`config.mk`:
```
export PLATFORM = sky130hd
export DESIGN_NAME = rdma_flow
export DESIGN_NICKNAME = d
export VERILOG_FILES = /design/src/hw/rdma_flow_pkg.sv /design/src/hw/rdma_flow.sv /design/src/hw/cc_queue.sv /design/src/hw/ack_queue.sv /design/src/hw/flow_sequencer.sv /design/src/hw/ssn_table.sv
export SDC_FILE = /design/constraint.sdc
export NUM_CORES = 1
export LEC_CHECK = 0
export BUFFER_PORTS_ARGS = -buffer_cell sky130_fd_sc_hd__buf_2
export CAP_MARGIN = 20
export CELL_PAD_IN_SITES_DETAIL_PLACEMENT = 1
export CELL_PAD_IN_SITES_GLOBAL_PLACEMENT = 2
export CORE_MARGIN = 1
export CORE_UTILIZATION = 48
export DETAILED_ROUTE_END_ITERATION = 12
export PLACE_DENSITY = 0.77
export SLEW_MARGIN = 20
export SYNTH_ARGS = -nofsm -noshare
export SYNTH_HDL_FRONTEND = slang
export SYNTH_SLANG_ARGS = --single-unit
```
`constraint.sdc`:
```
create_clock -name aclk -period 6.5 [get_ports aclk]
set_input_delay 0.325 -clock aclk [delete_from_list [all_inputs] [get_ports aclk]]
set_output_delay 0.325 -clock aclk [all_outputs]
set_load 0.01 [all_outputs]
```
`src/hw/rdma_flow_pkg.sv`:
```
package rdma_flow_pkg;

    // Key geometry
    localparam int N_REGIONS_BITS = 2;
    localparam int PID_BITS = 4;
    localparam int KEY_BITS = 1 + N_REGIONS_BITS + PID_BITS;

    // Outstanding window per key
    localparam int RDMA_N_OST = 4;
    localparam int OST_BITS = $clog2(RDMA_N_OST);

    // Queue depths
    localparam int ACK_QDEPTH = 4;
    localparam int REQ_QDEPTH = 4;

    // Congestion pacing
    localparam int MAX_GAP = 16;
    localparam int RECOVER_CYCLES = 64;
    localparam int ECN_CE = 3;

    typedef logic [4:0] opcode_t;
    typedef logic [3:0] vfid_t;
    typedef logic [PID_BITS-1:0] pid_t;
    typedef logic [KEY_BITS-1:0] key_t;
    typedef logic [OST_BITS-1:0] ost_t;
    typedef logic [4:0] gap_t;

    localparam opcode_t OP_RD_REQ = 5'h00;
    localparam opcode_t OP_WR_REQ = 5'h01;
    localparam opcode_t OP_RD_RESP = 5'h02;
    localparam opcode_t OP_ACK = 5'h03;

    // Pointer table entry, head counts issued and tail counts acked
    typedef struct packed {
        logic issued;
        ost_t head;
        ost_t tail;
    } tbl_entry_t;

    typedef struct packed {
        opcode_t     opcode;
        vfid_t       vfid;
        pid_t        pid;
        ost_t        offs;
        logic [15:0] len;
    } req_t;

    typedef struct packed {
        opcode_t    opcode;
        vfid_t      vfid;
        pid_t       pid;
        logic [1:0] ecn;
    } ack_t;

    typedef struct packed {
        ack_t ack;
        logic last;
    } ack_in_t;

endpackage
```
`src/hw/rdma_flow.sv`:
```
`timescale 1ns/1ns

module rdma_flow (
    input  logic                    aclk,
    input  logic                    aresetn,

    input  logic                    s_req_valid,
    output logic                    s_req_ready,
    input  rdma_flow_pkg::req_t     s_req_data,

    output logic                    m_req_valid,
    input  logic                    m_req_ready,
    output rdma_flow_pkg::req_t     m_req_data,

    input  logic                    s_ack_valid,
    output logic                    s_ack_ready,
    input  rdma_flow_pkg::ack_in_t  s_ack_data,

    output logic                    m_ack_valid,
    input  logic                    m_ack_ready,
    output rdma_flow_pkg::ack_t     m_ack_data
);

    logic                      fwd_valid;
    logic                      fwd_ready;
    rdma_flow_pkg::req_t       fwd_data;

    logic                      cq_valid;
    logic                      cq_ready;
    rdma_flow_pkg::ack_t       cq_data;

    logic                      ecn_mark;

    logic                      tbl_we;
    rdma_flow_pkg::key_t       tbl_addr;
    rdma_flow_pkg::tbl_entry_t tbl_wdata;
    rdma_flow_pkg::tbl_entry_t tbl_rdata;

    flow_sequencer inst_seq (
        .aclk        (aclk),
        .aresetn     (aresetn),
        .s_req_valid (s_req_valid),
        .s_req_ready (s_req_ready),
        .s_req_data  (s_req_data),
        .s_ack_valid (s_ack_valid),
        .s_ack_ready (s_ack_ready),
        .s_ack_data  (s_ack_data),
        .fwd_valid   (fwd_valid),
        .fwd_ready   (fwd_ready),
        .fwd_data    (fwd_data),
        .cq_valid    (cq_valid),
        .cq_ready    (cq_ready),
        .cq_data     (cq_data),
        .ecn_mark    (ecn_mark),
        .tbl_we      (tbl_we),
        .tbl_addr    (tbl_addr),
        .tbl_wdata   (tbl_wdata),
        .tbl_rdata   (tbl_rdata)
    );

    // Pointer table
    ssn_table inst_table (
        .aclk  (aclk),
        .we    (tbl_we),
        .addr  (tbl_addr),
        .wdata (tbl_wdata),
        .rdata (tbl_rdata)
    );

    ack_queue inst_cq (
        .aclk    (aclk),
        .aresetn (aresetn),
        .s_valid (cq_valid),
        .s_ready (cq_ready),
        .s_data  (cq_data),
        .m_valid (m_ack_valid),
        .m_ready (m_ack_ready),
        .m_data  (m_ack_data)
    );

    cc_queue inst_cc (
        .aclk     (aclk),
        .aresetn  (aresetn),
        .ecn_mark (ecn_mark),
        .s_valid  (fwd_valid),
        .s_ready  (fwd_ready),
        .s_data   (fwd_data),
        .m_valid  (m_req_valid),
        .m_ready  (m_req_ready),
        .m_data   (m_req_data)
    );

endmodule

```
`src/hw/cc_queue.sv`:
```
`timescale 1ns/1ns

module cc_queue (
    input  logic                 aclk,
    input  logic                 aresetn,

    input  logic                 ecn_mark,

    input  logic                 s_valid,
    output logic                 s_ready,
    input  rdma_flow_pkg::req_t  s_data,

    output logic                 m_valid,
    input  logic                 m_ready,
    output rdma_flow_pkg::req_t  m_data
);

    rdma_flow_pkg::req_t mem [rdma_flow_pkg::REQ_QDEPTH];

    logic [$clog2(rdma_flow_pkg::REQ_QDEPTH)-1:0] wr_ptr;
    logic [$clog2(rdma_flow_pkg::REQ_QDEPTH)-1:0] rd_ptr;
    logic [$clog2(rdma_flow_pkg::REQ_QDEPTH):0]   count;

    rdma_flow_pkg::gap_t gap;
    rdma_flow_pkg::gap_t gap_cnt;

    logic [$clog2(rdma_flow_pkg::RECOVER_CYCLES)-1:0] recover_cnt;

    logic push;
    logic pop;

    assign s_ready = count != rdma_flow_pkg::REQ_QDEPTH;
    // Held low while the pacing gap runs
    assign m_valid = (count != 0) && (gap_cnt == '0);
    assign m_data = mem[rd_ptr];

    assign push = s_valid && s_ready;
    assign pop = m_valid && m_ready;

    always_ff @(posedge aclk) begin
        if (!aresetn) begin
            wr_ptr <= '0;
            rd_ptr <= '0;
            count <= '0;
        end else begin
            if (push) begin
                wr_ptr <= wr_ptr + 1'b1;
            end
            if (pop) begin
                rd_ptr <= rd_ptr + 1'b1;
            end
            if (push && !pop) begin
                count <= count + 1'b1;
            end else if (pop && !push) begin
                count <= count - 1'b1;
            end
        end
    end

    always_ff @(posedge aclk) begin
        if (push) begin
            mem[wr_ptr] <= s_data;
        end
    end

    // Inter-request spacing
    always_ff @(posedge aclk) begin
        if (!aresetn) begin
            gap_cnt <= '0;
        end else if (pop) begin
            gap_cnt <= gap;
        end else if (gap_cnt != '0) begin
            gap_cnt <= gap_cnt - 1'b1;
        end
    end

    // Doubles on each mark, halves after a quiet period
    always_ff @(posedge aclk) begin
        if (!aresetn) begin
            gap <= '0;
            recover_cnt <= '0;
        end else if (ecn_mark) begin
            recover_cnt <= '0;
            if (gap == '0) begin
                gap <= rdma_flow_pkg::gap_t'(1);
            end else if (gap >= rdma_flow_pkg::gap_t'(rdma_flow_pkg::MAX_GAP / 2)) begin
                gap <= rdma_flow_pkg::gap_t'(rdma_flow_pkg::MAX_GAP);
            end else begin
                gap <= gap << 1;
            end
        end else if (recover_cnt == rdma_flow_pkg::RECOVER_CYCLES - 1) begin
            recover_cnt <= '0;
            gap <= gap >> 1;
        end else begin
            recover_cnt <= recover_cnt + 1'b1;
        end
    end

endmodule

```
`src/hw/ack_queue.sv`:
```
`timescale 1ns/1ns

module ack_queue (
    input  logic                 aclk,
    input  logic                 aresetn,

    input  logic                 s_valid,
    output logic                 s_ready,
    input  rdma_flow_pkg::ack_t  s_data,

    output logic                 m_valid,
    input  logic                 m_ready,
    output rdma_flow_pkg::ack_t  m_data
);

    rdma_flow_pkg::ack_t mem [rdma_flow_pkg::ACK_QDEPTH];

    logic [$clog2(rdma_flow_pkg::ACK_QDEPTH)-1:0] wr_ptr;
    logic [$clog2(rdma_flow_pkg::ACK_QDEPTH)-1:0] rd_ptr;
    logic [$clog2(rdma_flow_pkg::ACK_QDEPTH):0]   count;

    logic push;
    logic pop;

    assign s_ready = count != rdma_flow_pkg::ACK_QDEPTH;
    assign m_valid = count != 0;
    assign m_data = mem[rd_ptr];

    assign push = s_valid && s_ready;
    assign pop = m_valid && m_ready;

    always_ff @(posedge aclk) begin
        if (!aresetn) begin
            wr_ptr <= '0;
            rd_ptr <= '0;
            count <= '0;
        end else begin
            if (push) begin
                wr_ptr <= wr_ptr + 1'b1;
            end
            if (pop) begin
                rd_ptr <= rd_ptr + 1'b1;
            end
            if (push && !pop) begin
                count <= count + 1'b1;
            end else if (pop && !push) begin
                count <= count - 1'b1;
            end
        end
    end

    always_ff @(posedge aclk) begin
        if (push) begin
            mem[wr_ptr] <= s_data;
        end
    end

endmodule

```
`src/hw/flow_sequencer.sv`:
```
`timescale 1ns/1ns

module flow_sequencer (
    input  logic                       aclk,
    input  logic                       aresetn,

    input  logic                       s_req_valid,
    output logic                       s_req_ready,
    input  rdma_flow_pkg::req_t        s_req_data,

    input  logic                       s_ack_valid,
    output logic                       s_ack_ready,
    input  rdma_flow_pkg::ack_in_t     s_ack_data,

    output logic                       fwd_valid,
    input  logic                       fwd_ready,
    output rdma_flow_pkg::req_t        fwd_data,

    output logic                       cq_valid,
    input  logic                       cq_ready,
    output rdma_flow_pkg::ack_t        cq_data,

    output logic                       ecn_mark,

    output logic                       tbl_we,
    output rdma_flow_pkg::key_t        tbl_addr,
    output rdma_flow_pkg::tbl_entry_t  tbl_wdata,
    input  rdma_flow_pkg::tbl_entry_t  tbl_rdata
);

    typedef enum logic [2:0] {
        ST_IDLE,
        ST_ACK_WAIT,
        ST_REQ_WAIT,
        ST_ACK_LUP,
        ST_REQ_LUP
    } state_t;

    state_t state_q;
    state_t state_d;

    rdma_flow_pkg::key_t addr_q;
    rdma_flow_pkg::key_t ack_key;
    rdma_flow_pkg::key_t req_key;
    rdma_flow_pkg::ost_t tail_inc;

    logic ack_is_ce;

    // Read flag, low vfid bits, pid
    assign ack_key = {s_ack_data.ack.opcode == rdma_flow_pkg::OP_RD_RESP,
                      s_ack_data.ack.vfid[rdma_flow_pkg::N_REGIONS_BITS-1:0],
                      s_ack_data.ack.pid};
    assign req_key = {s_req_data.opcode == rdma_flow_pkg::OP_RD_REQ,
                      s_req_data.vfid[rdma_flow_pkg::N_REGIONS_BITS-1:0],
                      s_req_data.pid};

    assign tail_inc = tbl_rdata.tail + rdma_flow_pkg::ost_t'(1);
    assign ack_is_ce = s_ack_data.ack.ecn == 2'(rdma_flow_pkg::ECN_CE);

    always_ff @(posedge aclk) begin
        if (!aresetn) begin
            state_q <= ST_IDLE;
        end else begin
            state_q <= state_d;
        end
    end

    // Key is captured on the idle cycle and held through the lookup
    always_ff @(posedge aclk) begin
        if (state_q == ST_IDLE) begin
            addr_q <= tbl_addr;
        end
    end

    always_comb begin
        state_d = state_q;

        s_ack_ready = 1'b0;
        cq_valid = 1'b0;
        cq_data = s_ack_data.ack;
        ecn_mark = 1'b0;

        s_req_ready = 1'b0;
        fwd_valid = 1'b0;
        fwd_data = s_req_data;
        fwd_data.offs = tbl_rdata.head;

        tbl_we = 1'b0;
        tbl_addr = addr_q;
        tbl_wdata = tbl_rdata;

        case (state_q)
            ST_IDLE: begin
                // Acks win over requests
                if (s_ack_valid) begin
                    tbl_addr = ack_key;
                    if (cq_ready) begin
                        s_ack_ready = 1'b1;
                        cq_valid = s_ack_data.last;
                        ecn_mark = s_ack_data.last && ack_is_ce;
                        state_d = ST_ACK_WAIT;
                    end
                end else if (s_req_valid && fwd_ready) begin
                    tbl_addr = req_key;
                    state_d = ST_REQ_WAIT;
                end
            end

            ST_ACK_WAIT: begin
                state_d = ST_ACK_LUP;
            end

            ST_REQ_WAIT: begin
                state_d = ST_REQ_LUP;
            end

            ST_ACK_LUP: begin
                tbl_we = 1'b1;
                tbl_wdata.tail = tail_inc;
                tbl_wdata.issued = (tbl_rdata.head == tail_inc) ? 1'b0 : tbl_rdata.issued;
                state_d = ST_IDLE;
            end

            ST_REQ_LUP: begin
                // Window full when issued and head caught up with tail
                if (!tbl_rdata.issued || (tbl_rdata.head != tbl_rdata.tail)) begin
                    s_req_ready = 1'b1;
                    fwd_valid = 1'b1;
                    tbl_we = 1'b1;
                    tbl_wdata.head = tbl_rdata.head + rdma_flow_pkg::ost_t'(1);
                    tbl_wdata.issued = 1'b1;
                end
                state_d = ST_IDLE;
            end

            default: begin
                state_d = ST_IDLE;
            end
        endcase
    end

endmodule

```
`src/hw/ssn_table.sv`:
```
`timescale 1ns/1ns

module ssn_table (
    input  logic                     aclk,
    input  logic                     we,
    input  rdma_flow_pkg::key_t      addr,
    input  rdma_flow_pkg::tbl_entry_t wdata,
    output rdma_flow_pkg::tbl_entry_t rdata
);

    rdma_flow_pkg::tbl_entry_t mem [2**rdma_flow_pkg::KEY_BITS];

    // Read-first, one cycle of read latency
    always_ff @(posedge aclk) begin
        if (we) begin
            mem[addr] <= wdata;
        end
        rdata <= mem[addr];
    end

endmodule

```
-- Yosys cells after proc, flatten, opt, wreduce, memory -nomap -nowiden
Memories as Yosys holds them, arrays and structs flattened. A register that Yosys moved wholly into a read port is not among the register bits.
Cells that the tools add are included.
W data, S select, Z words.
- div/mod/pow operators: 0
- equality and inequality tests: 13
- shifts and indexed selects: 0
- $add $sub $neg: 12
- reductions and logical operators: 30
- $mul: 0
- mux-type cells: 44
- bitwise operators: 1
- order comparisons: 1
- operators with widths (kind ; number):
    $mux W5 ; 6
    $mux W3 ; 8
    $mux W7 ; 3
    $mux W1 ; 18
    $logic_not A5 Y1 ; 3
    $add A2 B1 Y2 const B ; 6
    $mux W2 ; 6
    $logic_and A1 B1 Y1 ; 11
    $ne A3 B3 Y1 const B ; 3
    $pmux W3 S3 ; 1
    $reduce_bool A2 Y1 ; 4
    $add A3 B1 Y3 const B ; 2
    $add A6 B1 Y6 const B ; 1
    $eq A3 B2 Y1 const B ; 2
    $eq A6 B6 Y1 const B ; 1
    $reduce_bool A3 Y1 ; 2
    $sub A3 B1 Y3 const B ; 2
    $eq A5 B2 Y1 const B ; 1
    $ge A5 B4 Y1 const B ; 1
    $logic_not A1 Y1 ; 5
    $reduce_bool A5 Y1 ; 1
    $sub A5 B1 Y5 const B ; 1
    $pmux W1 S2 ; 2
    $eq A3 B1 Y1 const B ; 1
    10 further kinds ; 10
- memories: 3
- bits in writable memories: 824
- input port bits: 53
- word-level logic and storage cells: 115
- bits in read-only memories: 0
- latch bits: 0
- bits in registers: 40
- memories (name ; words ; bits a word ; rd ports ; clocked after Yosys merged registers in ; wr ports ; RTL line ; text):
    inst_table.mem ; 128 ; 5 ; 1 ; 1 ; 1 ; ssn_table.sv:11 ; rdma_flow_pkg::tbl_entry_t mem [2**rdma_flow_pkg::KEY_BITS];
    inst_cc.mem ; 4 ; 31 ; 1 ; 1 ; 1 ; cc_queue.sv:18 ; rdma_flow_pkg::req_t mem [rdma_flow_pkg::REQ_QDEPTH];
    inst_cq.mem ; 4 ; 15 ; 1 ; 1 ; 1 ; ack_queue.sv:16 ; rdma_flow_pkg::ack_t mem [rdma_flow_pkg::ACK_QDEPTH];

-- Longest topological paths before layout
Gate-level depths: netlist of run 1.
- depth in word-level cells: 9
- gate-level depth with buffers: 15
- mapped depth without buffers: 13

-- By module
Synthesis of run 1 repeated with hierarchy kept, for this count alone.
- cell total of the unflattened synthesis: 2060
- area total of the unflattened synthesis: 34989.8 µm²
- modules (own cells, without submodules) (module ; cells an instance ; area an instance (µm²) ; times used ; seq. area each (µm²)):
    ssn_table ; 1523 ; 25554.5 ; 1 ; 19318.5
    cc_queue ; 297 ; 5714.2 ; 1 ; 4224.1
    ack_queue ; 126 ; 2692.6 ; 1 ; 1981.9
    flow_sequencer ; 114 ; 1028.5 ; 1 ; 270.3

-- Least setup slack after synthesis of run 1
Ideal clock, no wire load.
- path kind: register to register
- start point: register, netlist name inst_table.rdata[2]
- end point: memory inst_table.mem[0][3] (netlist name) (data pin)
- setup time: 0.927 ns
- arrival time: 4.649 ns
- stages on the path, launching flop included: 7
- path buffers: 0
- path slack: 0.925 ns
- path through: dfxtp_1 -> nand2b_1 -> nand4_1 -> nand3_1 -> inv_1 -> nand2_1 -> xnor2_1
- RTL lines (element ; RTL line):
    end, declared ; ssn_table.sv:11

-- Worst setup path in the final report of run 1
- start point: register inst_seq.state_q[2]
- end point: memory inst_table.mem[6][3] (netlist name), enable pin
- elaborated cells between the ends (all ways): 7
- classes of those cells: eq/ne (2); mux (4); reduce/logical (1)
- RTL lines (element ; RTL line ; text):
    start, declared ; flow_sequencer.sv:39 ; state_t state_q;
    start signal, assigned ; flow_sequencer.sv:64 ; state_q <= state_d;
    $logic_not A3 Y1 ; flow_sequencer.sv:92 ; case (state_q)
    $mux W7 ; flow_sequencer.sv:92 ;
    named net inst_seq.tbl_addr[1] ; flow_sequencer.sv:26 ; output rdma_flow_pkg::key_t tbl_addr,
The timed path passes the listed nets, and every way through them passes these cells.

==> results of run 1 <==
synth_stat cells (7+ instances only):
| master | count |
|---|---|
| nor2b_1 | 10 |
| a21boi_0 | 7 |
| inv_1 | 17 |
| and2_1 | 23 |
| buf_4 | 8 |
| a211oi_1 | 8 |
| nand2_1 | 90 |
| a32oi_1 | 11 |
| buf_2 | 29 |
| nand3_1 | 20 |
| o21ai_0 | 9 |
| a21oi_1 | 34 |
| edfxtp_1 | 831 |
| o22ai_1 | 8 |
| mux4_2 | 189 |
| nor2_1 | 160 |
| nand2b_1 | 11 |
| and3_1 | 11 |
| dfxtp_1 | 42 |
| a22oi_1 | 54 |
| nand4_1 | 12 |
| clkbuf_1 | 34 |
| nor3_1 | 7 |
| ha_1 | 13 |
| xnor2_1 | 16 |
| mux2i_1 | 10 |
| mux2_2 | 16 |
layer usage:
metal	vias to the layer above	routed length [um]
met1	9037	33100
met4	2	2260
met2	506	38300
met3	129	4270
li1	7543	-
met5	-	20
where the power goes:
part | internal [mW] | switching, mW
Combinational | 1.41 | 2.58
Clock | 3.09 | 2.15
Sequential | 7.00 | 0.131
cell families (layout without fill, tap and decap cells):
kind of cell	after synthesis	count (layout)	share of synthesized area
flops	873	873	0.756
simple gates	367	367	0.0498
mux	215	215	0.133
compound gates	167	167	0.0352
buf+inv	103	372	0.0147
xor+xnor	21	21	0.00539
fa+ha+maj	15	15	0.00594
worst max-delay path: stages, from the launching register on:
cell      delay [ps]
dfxtp_1          390
or3_1            620
o21bai_1         830
nand2_1          620
clkinv_1         500
nand4_1          520
buf_4            430
nor2_1           440
cell type report:
type | count | area (um^2) | area share
Clock buffer | 114 | 2420 | 0.0618
Clock inverter | 53 | 599 | 0.0153
Inverter | 20 | 82.6 | 0.00210
Multi-Input combinational cell | 785 | 7900 | 0.201
Sequential cell | 873 | 25800 | 0.657
Tap cell | 940 | 1180 | 0.0300
Timing Repair Buffer | 185 | 1270 | 0.0325
per-stage QoR:
| step | power, mW | utilization |
|---|---|---|
| detailed placement | 11.3 | 0.510 |
| global route | 17.0 | 0.560 |
| finish | 16.4 | 0.560 |
| floorplan | 9.95 | - |
| CTS | 16.5 | 0.559 |
| global placement | 11.1 | 0.510 |
how the worst max path moves through the flow:
stage	cells after the start	to	start	slack (ps)
6_report	7	inst_table.mem[6][3]	inst_seq.state_q[2]	1770
3_3_place_gp	7	inst_table.mem[98][4]	inst_seq.state_q[2]	2030
3_5_place_dp	7	inst_table.mem[98][1]	inst_seq.state_q[2]	1870
2_1_floorplan	6	inst_table.mem[0][3]	inst_table.rdata[2]	920
4_1_cts	7	inst_table.mem[98][3]	inst_seq.state_q[2]	1830
5_1_grt	7	inst_table.mem[6][3]	inst_seq.state_q[2]	1640
state kept, by name, summed over array words and instances, names as in the netlist, 3 cells and up, named ones only:
signal / cells
inst_cc.recover_cnt: 6
inst_cc.mem: 124
inst_cq.mem: 60
inst_seq.state_q: 3
inst_table.mem: 640
inst_cc.gap: 5
inst_cq.count: 3
inst_seq.addr_q: 7
inst_cc.gap_cnt: 5
inst_cc.count: 3
inst_table.rdata: 5
what timing repair did:
item                                    in CTS  in global routing
hold buffers                                44                  0
endpoints found under the hold margin      176                  0
endpoints found under the setup margin       0                  0
==> results.cfg, run 1 <==
[cells_and_area]
final_common_cell = edfxtp_1
layout-drive-gt1-share = 0.251
area_growth_pct = 15.0
final_cells = 2970
fin_area_um2 = 39300
nNetsFinal = 2022
mostFrequentLayoutCells = edfxtp_1, mux4_2, nor2_1
fillers = 6224
antennaDiodeCount = 0

[global_routing]
gr-usage-all-layers = 0.221
grt_busiest_layer = met2
use_met1 = 0.304
overflow = 0
grt_pass1_wl_mm = 117
grt_util_met3 = 0.0325
grt_start_max_net_pins = 101
met2_usage = 0.364
antenna_found_initial = 1
grt_pass1_vias = 18400

[timing]
slew_violations = 0
whs_ps = 169
finalClockSkew_ps = 28.8
worst_pin_slew_ps = 1070
setup-tns-final_ps = 0
hold_viol_final = 0
slew_headroom = 0.280
rsz0062_at_grt = false
worst_slack_ps = 1770
setup_viol = 0
fin_crit_ps = 4730
fmax_ghz = 0.212
min_period_over_period = 0.727

[critical_path]
crit_required_ps = 6760
cp.arrival_ps = 4990
end_kind = register
critPathMaxFanout = 14
r2r-end = inst_table.mem[6][3]
regToRegSetupSlack_ps = 1770
start_kind = register
path_class = register to register
r2r_cells = 7
r2r_start = inst_seq.state_q[2]

[cts]
cts_root_buffer = clkbuf_16
numCtsBuffers = 89
htree_levels = 3
post_cts_resized = 0
tritoncts = done
clk_latency_ps = 650
cts_sinks = 873
post_cts_buffers = 0
clk_pin_slew_ps = 60
clockBufferDepth = 3

[yosys]
synth-main-ff-cell = edfxtp_1
synth_cells = 1761
synthTopCellsByArea = edfxtp_1, mux4_2, dfxtp_1
yosysSeqAreaShare = 0.756
synth.ff_latch_count = 873
syn_avg_cell_area_um2 = 19.4
postSynth.asyncResetShare = 0
yosysWarnings = 0
synth_top_area_frac = 0.731
syn-num-nets = 1829
synthDistinctLibCells = 58
synth_edf_count = 831
syn-cell-area_um2 = 34100
netlist.top_cell.by_area = edfxtp_1

[die]
ioPinCount = 103
die_w_um = 269
start_util = 0.486
fp.dieH_um = 269
fp.dieArea_um2 = 72200
rows = 97
fp.coreArea_um2 = 70100

[power]
p_per_area_nw_per_um2 = 417
ir_drop_mv = 0.425
p_leak_nw = 12.4

[flow_run]
maxCapViolCount = 0

[min_path]
holdPathEnd = inst_cc.gap[4]
min-delay-start = aresetn
min_path_type = input port to register
hold_path_depth = 2

[drt]
vias_per_cell = 5.80
vias = 17200
drc = 0
ant_nets = 0
wl_mm = 77.9
wl_per_cell_um = 26.2
first_pass_iters = 5
first_iter_violations = 1392

[place]
port_buffers = 100
dp_hpwl_mm = 47.5
place_area_um2 = 35800
pre_cts_slack_ps = 1870
dp.cells = 2758
globalplace.congestion = 0.797

[status]
outcome = finished clean
Power figures use the tool's default switching activity.
==> inputs of run 2 (changes only) <==
==> constraint.sdc (replaced) <==
create_clock -name aclk -period 4.55 [get_ports aclk]
set_input_delay 0.2275 -clock aclk [delete_from_list [all_inputs] [get_ports aclk]]
set_output_delay 0.2275 -clock aclk [all_outputs]
set_load 0.01 [all_outputs]
==> run 2 against run 1 <==
  * Maximum frequency grew 17%
  * Critical endpoint is now inst_table.rdata[3]
  * Routed wire length increased by 3.8%
  * Sequential power grew 43%
  * Core utilization grew 0.77 points
  * Highest routed layer unchanged
  * Register-to-register slack got worse by 1300 ps
  * Sequential share of layout area down 0.89 points
  * Critical path depth grew 4
  * Cell count rose by 2.5%
  * Count of clock-buffer cells in the layout fell by 3
  * Setup slack got worse by 1300 ps
==> results.cfg, run 2 (synthesis results as in run 1) <==
[place]
port_buffers = 100
dp_hpwl_mm = 51.7
pre_cts_slack_ps = 463
globalplace.congestion = 0.827
dp.cells = 2836

[cells_and_area]
antennaDiodeCount = 0
layout-drive-gt1-share = 0.274
final_common_cell = edfxtp_1
top_regs = inst_table.mem (640), inst_cc.mem (124), inst_cq.mem (60)
nNetsFinal = 2100
final_cells = 3043
largest_register_ffs = 640
fillers = 6182
regMostFlops = inst_table.mem
area_growth_pct = 16.6
mostFrequentLayoutCells = edfxtp_1, mux4_2, nor2_1

[drt]
ant_nets = 0
route.met3.wl_mm = 4.59
wl_mm = 80.8
first_iter_violations = 1468
first_pass_iters = 7
vias_per_cell = 5.84
wl_per_cell_um = 26.6
vias = 17800
top_layer_used = met5
wl_met1_mm = 33.4
drc = 0
dr_wl_met2_mm = 40.7

[power]
p_per_area_nw_per_um2 = 588
ir_drop_mv = 0.427
power_mw = 23.4
p_leak_nw = 12.8

[timing]
hold_viol_final = 0
fmax_ghz = 0.247
min_period_over_period = 0.889
setup-tns-final_ps = 0
worst_slack_ps = 507
slew_violations = 0
fin_crit_ps = 4040
rsz0062_at_grt = false
worst_pin_slew_ps = 1080
finalClockSkew_ps = 35.8
whs_ps = 56.0
setup_viol = 0
slew_headroom = 0.273

[global_routing]
grt_pass1_wl_mm = 120
gr-usage-all-layers = 0.229
overflow = 0
antenna_found_initial = 2
grt_start_max_net_pins = 129
grt_pass1_vias = 18900

[critical_path]
r2r_start = inst_seq.state_q[2]
path_cells = or3_1 > a22o_1 > a211oi_4 > buf_12 > buf_4 > mux4_2 > a22oi_1 > a21oi_1 > a211oi_1 > buf_4 > nor4_2
path_common_cell = buf_4
r2r_cells = 11
crit_family = compound AO/OA/AOI/OAI gates
start_kind = register
critPathMaxFanout = 47
r2r-end = inst_table.rdata[3]
end_kind = register
crit_slowest_cell = or3_1
cpPeakStageDelay_ps = 610
regToRegSetupSlack_ps = 510
cp.arrival_ps = 4580
crit_required_ps = 5090
worstPathBufferInverterCount = 3
path_class = register to register

[die]
rows = 97
ioPinCount = 103
start_util = 0.486
fp.dieArea_um2 = 72200
fp.coreArea_um2 = 70100
die_w_um = 269
fp.dieH_um = 269

[min_path]
hold_path_depth = 3
min-delay-start = s_ack_valid
min_path_type = input port to register
holdPathEnd = inst_seq.state_q[1]

[cts]
cts_root_buffer = clkbuf_16
numCtsBuffers = 89
clk_pin_slew_ps = 60
htree_levels = 3
tritoncts = done
cts_sinks = 873
clockBufferDepth = 3
clk_latency_ps = 660
post_cts_resized = 0

[flow_run]
maxCapViolCount = 0

[status]
outcome = finished clean
-- run 2: changes by cell type in the layout (fill, tap and decap cells not counted), moves of 2 or more --
cell        previous run  this run
buf_12                 2        10
buf_4                 39       108
bufinv_16             11         7
clkinv_1              14        19
clkinvlp_4             8         3
inv_6                  2         4
nand3_1               18        20
nand3_2                2         0
xnor2_2                3         0
xnor2_4                0         3
-- run 2: worst max-delay path by stage --
stage	end	slack [ps]	start	cells after the start
floorplan	inst_table.mem[0][3]	760	inst_table.rdata[3]	6
finish	inst_table.rdata[3]	510	inst_seq.state_q[2]	11
global route	inst_table.rdata[3]	270	inst_seq.state_q[2]	11
global placement	inst_table.rdata[3]	500	inst_seq.state_q[2]	11
detailed placement	inst_table.rdata[3]	460	inst_seq.state_q[2]	11
CTS	inst_table.rdata[3]	440	inst_seq.state_q[2]	11
-- run 2: metal layers --
| metal | vias to the layer above | GRT usage |
|---|---|---|
| met1 | 9400 | 0.309 |
| met2 | 555 | 0.380 |
| met5 | - | 0 |
| met4 | 4 | 0.0691 |
| met3 | 136 | 0.0410 |
| li1 | 7678 | - |
-- run 2: metrics by stage --
stage	util	instance area, um^2
floorplan	-	34200
global placement	0.520	36500
detailed placement	0.520	36500
CTS	0.567	39800
global route	0.567	39800
finish	0.567	39800
-- run 2: power breakdown --
part	internal, mW	switching, mW
Clock	4.12	3.02
Combinational	2.29	3.77
Sequential	10.0	0.216
Total	16.4	7.00
-- run 2: repair_timing --
action | 4_1_cts | 5_1_grt
hold buffers | 44 | 0
setup buffers | 0 | 0
endpoints found under the hold margin | 176 | 0
-- run 2: layout make-up --
class	count	area (um^2)	area share
clock buffer	111	2380	0.0599
clock inverter	51	464	0.0117
inverter	20	82.6	0.00208
multi-input combinational	785	7920	0.199
sequential	873	25800	0.648
tap	940	1180	0.0296
timing repair buffer	263	1960	0.0493
-- run 2: worst min-delay path, stage by stage --
cell	delay [ps]
buf_2	190
nor2_1	140
o21a_1	110
==> inputs of run 3 (changes only) <==
--- a/config.mk
+++ b/config.mk
@@ -12,7 +12,9 @@
 export CORE_MARGIN = 1
 export CORE_UTILIZATION = 48
 export DETAILED_ROUTE_END_ITERATION = 12
+export GPL_ROUTABILITY_DRIVEN = 0
 export PLACE_DENSITY = 0.77
+export SETUP_SLACK_MARGIN = 0.4
 export SLEW_MARGIN = 20
 export SYNTH_ARGS = -nofsm -noshare
 export SYNTH_HDL_FRONTEND = slang
==> constraint.sdc (replaced) <==
create_clock -name aclk -period 4.37 [get_ports aclk]
set_input_delay 0.2185 -clock aclk [delete_from_list [all_inputs] [get_ports aclk]]
set_output_delay 0.2185 -clock aclk [all_outputs]
set_load 0.01 [all_outputs]
==> run 3 against run 2 <==
  * Largest cell class unchanged
  * First-iteration DRC count is 15% higher
  * Non-clock buffer count is 23 higher
  * Setup slack better by 62 ps
  * Via count hardly changed
  * Combinational power is 4.8% higher
  * Core utilization is 0.45 points higher
==> results.cfg, run 3 (synthesis results as in run 1) <==
[die]
fp.dieH_um = 269
fp.dieArea_um2 = 72200
fp.coreArea_um2 = 70100
rows = 97
start_util = 0.486
ioPinCount = 103
die_w_um = 269

[critical_path]
r2r_start = inst_seq.state_q[2]
end_kind = register
path_class = register to register
path_common_cell = buf_4
crit_required_ps = 4660
crit_family = simple AND/OR/NAND/NOR gates
r2r_cells = 9
critPathMaxFanout = 13
regToRegSetupSlack_ps = 570
worstPathBufferInverterCount = 3
cpPeakStageDelay_ps = 460
cp.arrival_ps = 4090
start_kind = register
crit_slowest_cell = nor2_1
r2r-end = inst_table.mem[11][3]
path_cells = or3_1 > buf_4 > nor3_1 > a211oi_4 > inv_1 > and2_1 > nand3_1 > buf_4 > nor2_1

[place]
dp_hpwl_mm = 51.2
pre_cts_slack_ps = 396
place_area_um2 = 36600
port_buffers = 100

[cts]
htree_levels = 3
clk_pin_slew_ps = 60
cts_root_buffer = clkbuf_16
tritoncts = done
clockBufferDepth = 3
cts_sinks = 873
numCtsBuffers = 91
clk_latency_ps = 660

[cells_and_area]
layout-drive-gt1-share = 0.287
antennaDiodeCount = 0
fillers = 6199
mostFrequentLayoutCells = edfxtp_1, mux4_2, nor2_1
largest_register_ffs = 640
regArea_um2 = 25800
multi_input_area_um2 = 7930
final_common_cell = edfxtp_1
post-route-util = 0.572
top_regs = inst_table.mem (640), inst_cc.mem (124), inst_cq.mem (60)
regMostFlops = inst_table.mem
area_growth_pct = 17.5
nNetsFinal = 2125
fin_area_um2 = 40100

[global_routing]
gr-usage-all-layers = 0.231
antenna_found_initial = 1
overflow = 0
grt_pass1_wl_mm = 123
grt_pass1_vias = 19000
grt_start_max_net_pins = 129

[min_path]
holdPathEnd = inst_cc.gap_cnt[3]
hold_path_depth = 2
min_path_type = input port to register
min-delay-start = aresetn

[drt]
wl_mm = 81.3
first_pass_iters = 5
first_iter_violations = 1694
ant_nets = 0
wl_per_cell_um = 26.5
vias_per_cell = 5.80
drc = 0
vias = 17800

[timing]
hold_viol_final = 0
fmax_ghz = 0.263
rsz0062_at_grt = false
finalClockSkew_ps = 28.4
setup-tns-final_ps = 0
min_period_over_period = 0.870
slew_violations = 0
worst_pin_slew_ps = 1130
fin_crit_ps = 3800
slew_headroom = 0.239
worst_slack_ps = 569
setup_viol = 0

[status]
outcome = finished clean

[power]
ir_drop_mv = 0.574
p_per_area_nw_per_um2 = 614
p_leak_nw = 13.0

[flow_run]
maxCapViolCount = 0
[run 3: changes by cell type in the layout (fill, tap and decap cells not counted), moves of 2 or more]
| cell | delta |
|---|---|
| clkinvlp_4 | +4 |
| nor2_1 | -4 |
| inv_6 | -3 |
| buf_4 | +22 |
| clkinv_1 | -6 |
| clkinv_16 | +3 |
| clkinv_2 | +2 |
| nor2_2 | +4 |
| clkbuf_8 | -2 |
| inv_16 | +2 |
[run 3: power by group]
group	switching [mW]	internal, mW
Combinational	3.92	2.43
Clock	3.27	4.37
Sequential	0.231	10.4
Total	7.42	17.2
[run 3: timing repair]
action                     in CTS  in global routing
hold endpoints to repair      178                  0
pin swaps                       1                  0
resized for setup               0                  5
hold buffers                   45                  0
setup endpoints to repair       2                114
buffers inserted                2                  0
[run 3: stage by stage]
step | instances | total power [mW] | hold WS (ps)
CTS | 3068 | 24.9 | 35.5
global placement | 2857 | 16.9 | 428
detailed placement | 2857 | 17.2 | 434
global route | 3068 | 25.6 | 73.9
floorplan | 1761 | 14.7 | 317
finish | 3068 | 24.6 | 52.0
[run 3: worst register-to-register path, stage by stage (launching register included)]
cell	delay, ps
dfxtp_1	380
or3_1	420
buf_4	200
nor3_1	450
a211oi_4	210
inv_1	180
and2_1	290
nand3_1	450
buf_4	390
nor2_1	470
[run 3: layer usage]
layer	vias up	track usage	part of all wire
met2	527	0.388	0.50
met5	-	0	0.00014
li1	7729	-	-
met4	2	0.0630	0.023
met1	9400	0.317	0.42
met3	127	0.0360	0.053
[run 3: final cells by class]
class,count,share of cell area
timing repair buffer,286,0.0535
tap,940,0.0293
clock inverter,54,0.0152
inverter,20,0.00206
multi-input combinational,785,0.198
clock buffer,110,0.0588
sequential,873,0.643
[run 3: worst max path at each step]
| stage | from | to | cells past startpoint |
|---|---|---|---|
| 2_1_floorplan | inst_table.rdata[3] | inst_table.mem[0][3] | 6 |
| 3_3_place_gp | inst_seq.state_q[2] | inst_table.rdata[2] | 9 |
| 3_5_place_dp | inst_seq.state_q[2] | inst_table.rdata[1] | 9 |
| 4_1_cts | inst_seq.state_q[2] | inst_table.mem[105][4] | 8 |
| 5_1_grt | inst_seq.state_q[2] | inst_table.rdata[1] | 11 |
| 6_report | inst_seq.state_q[2] | inst_table.mem[11][3] | 9 |
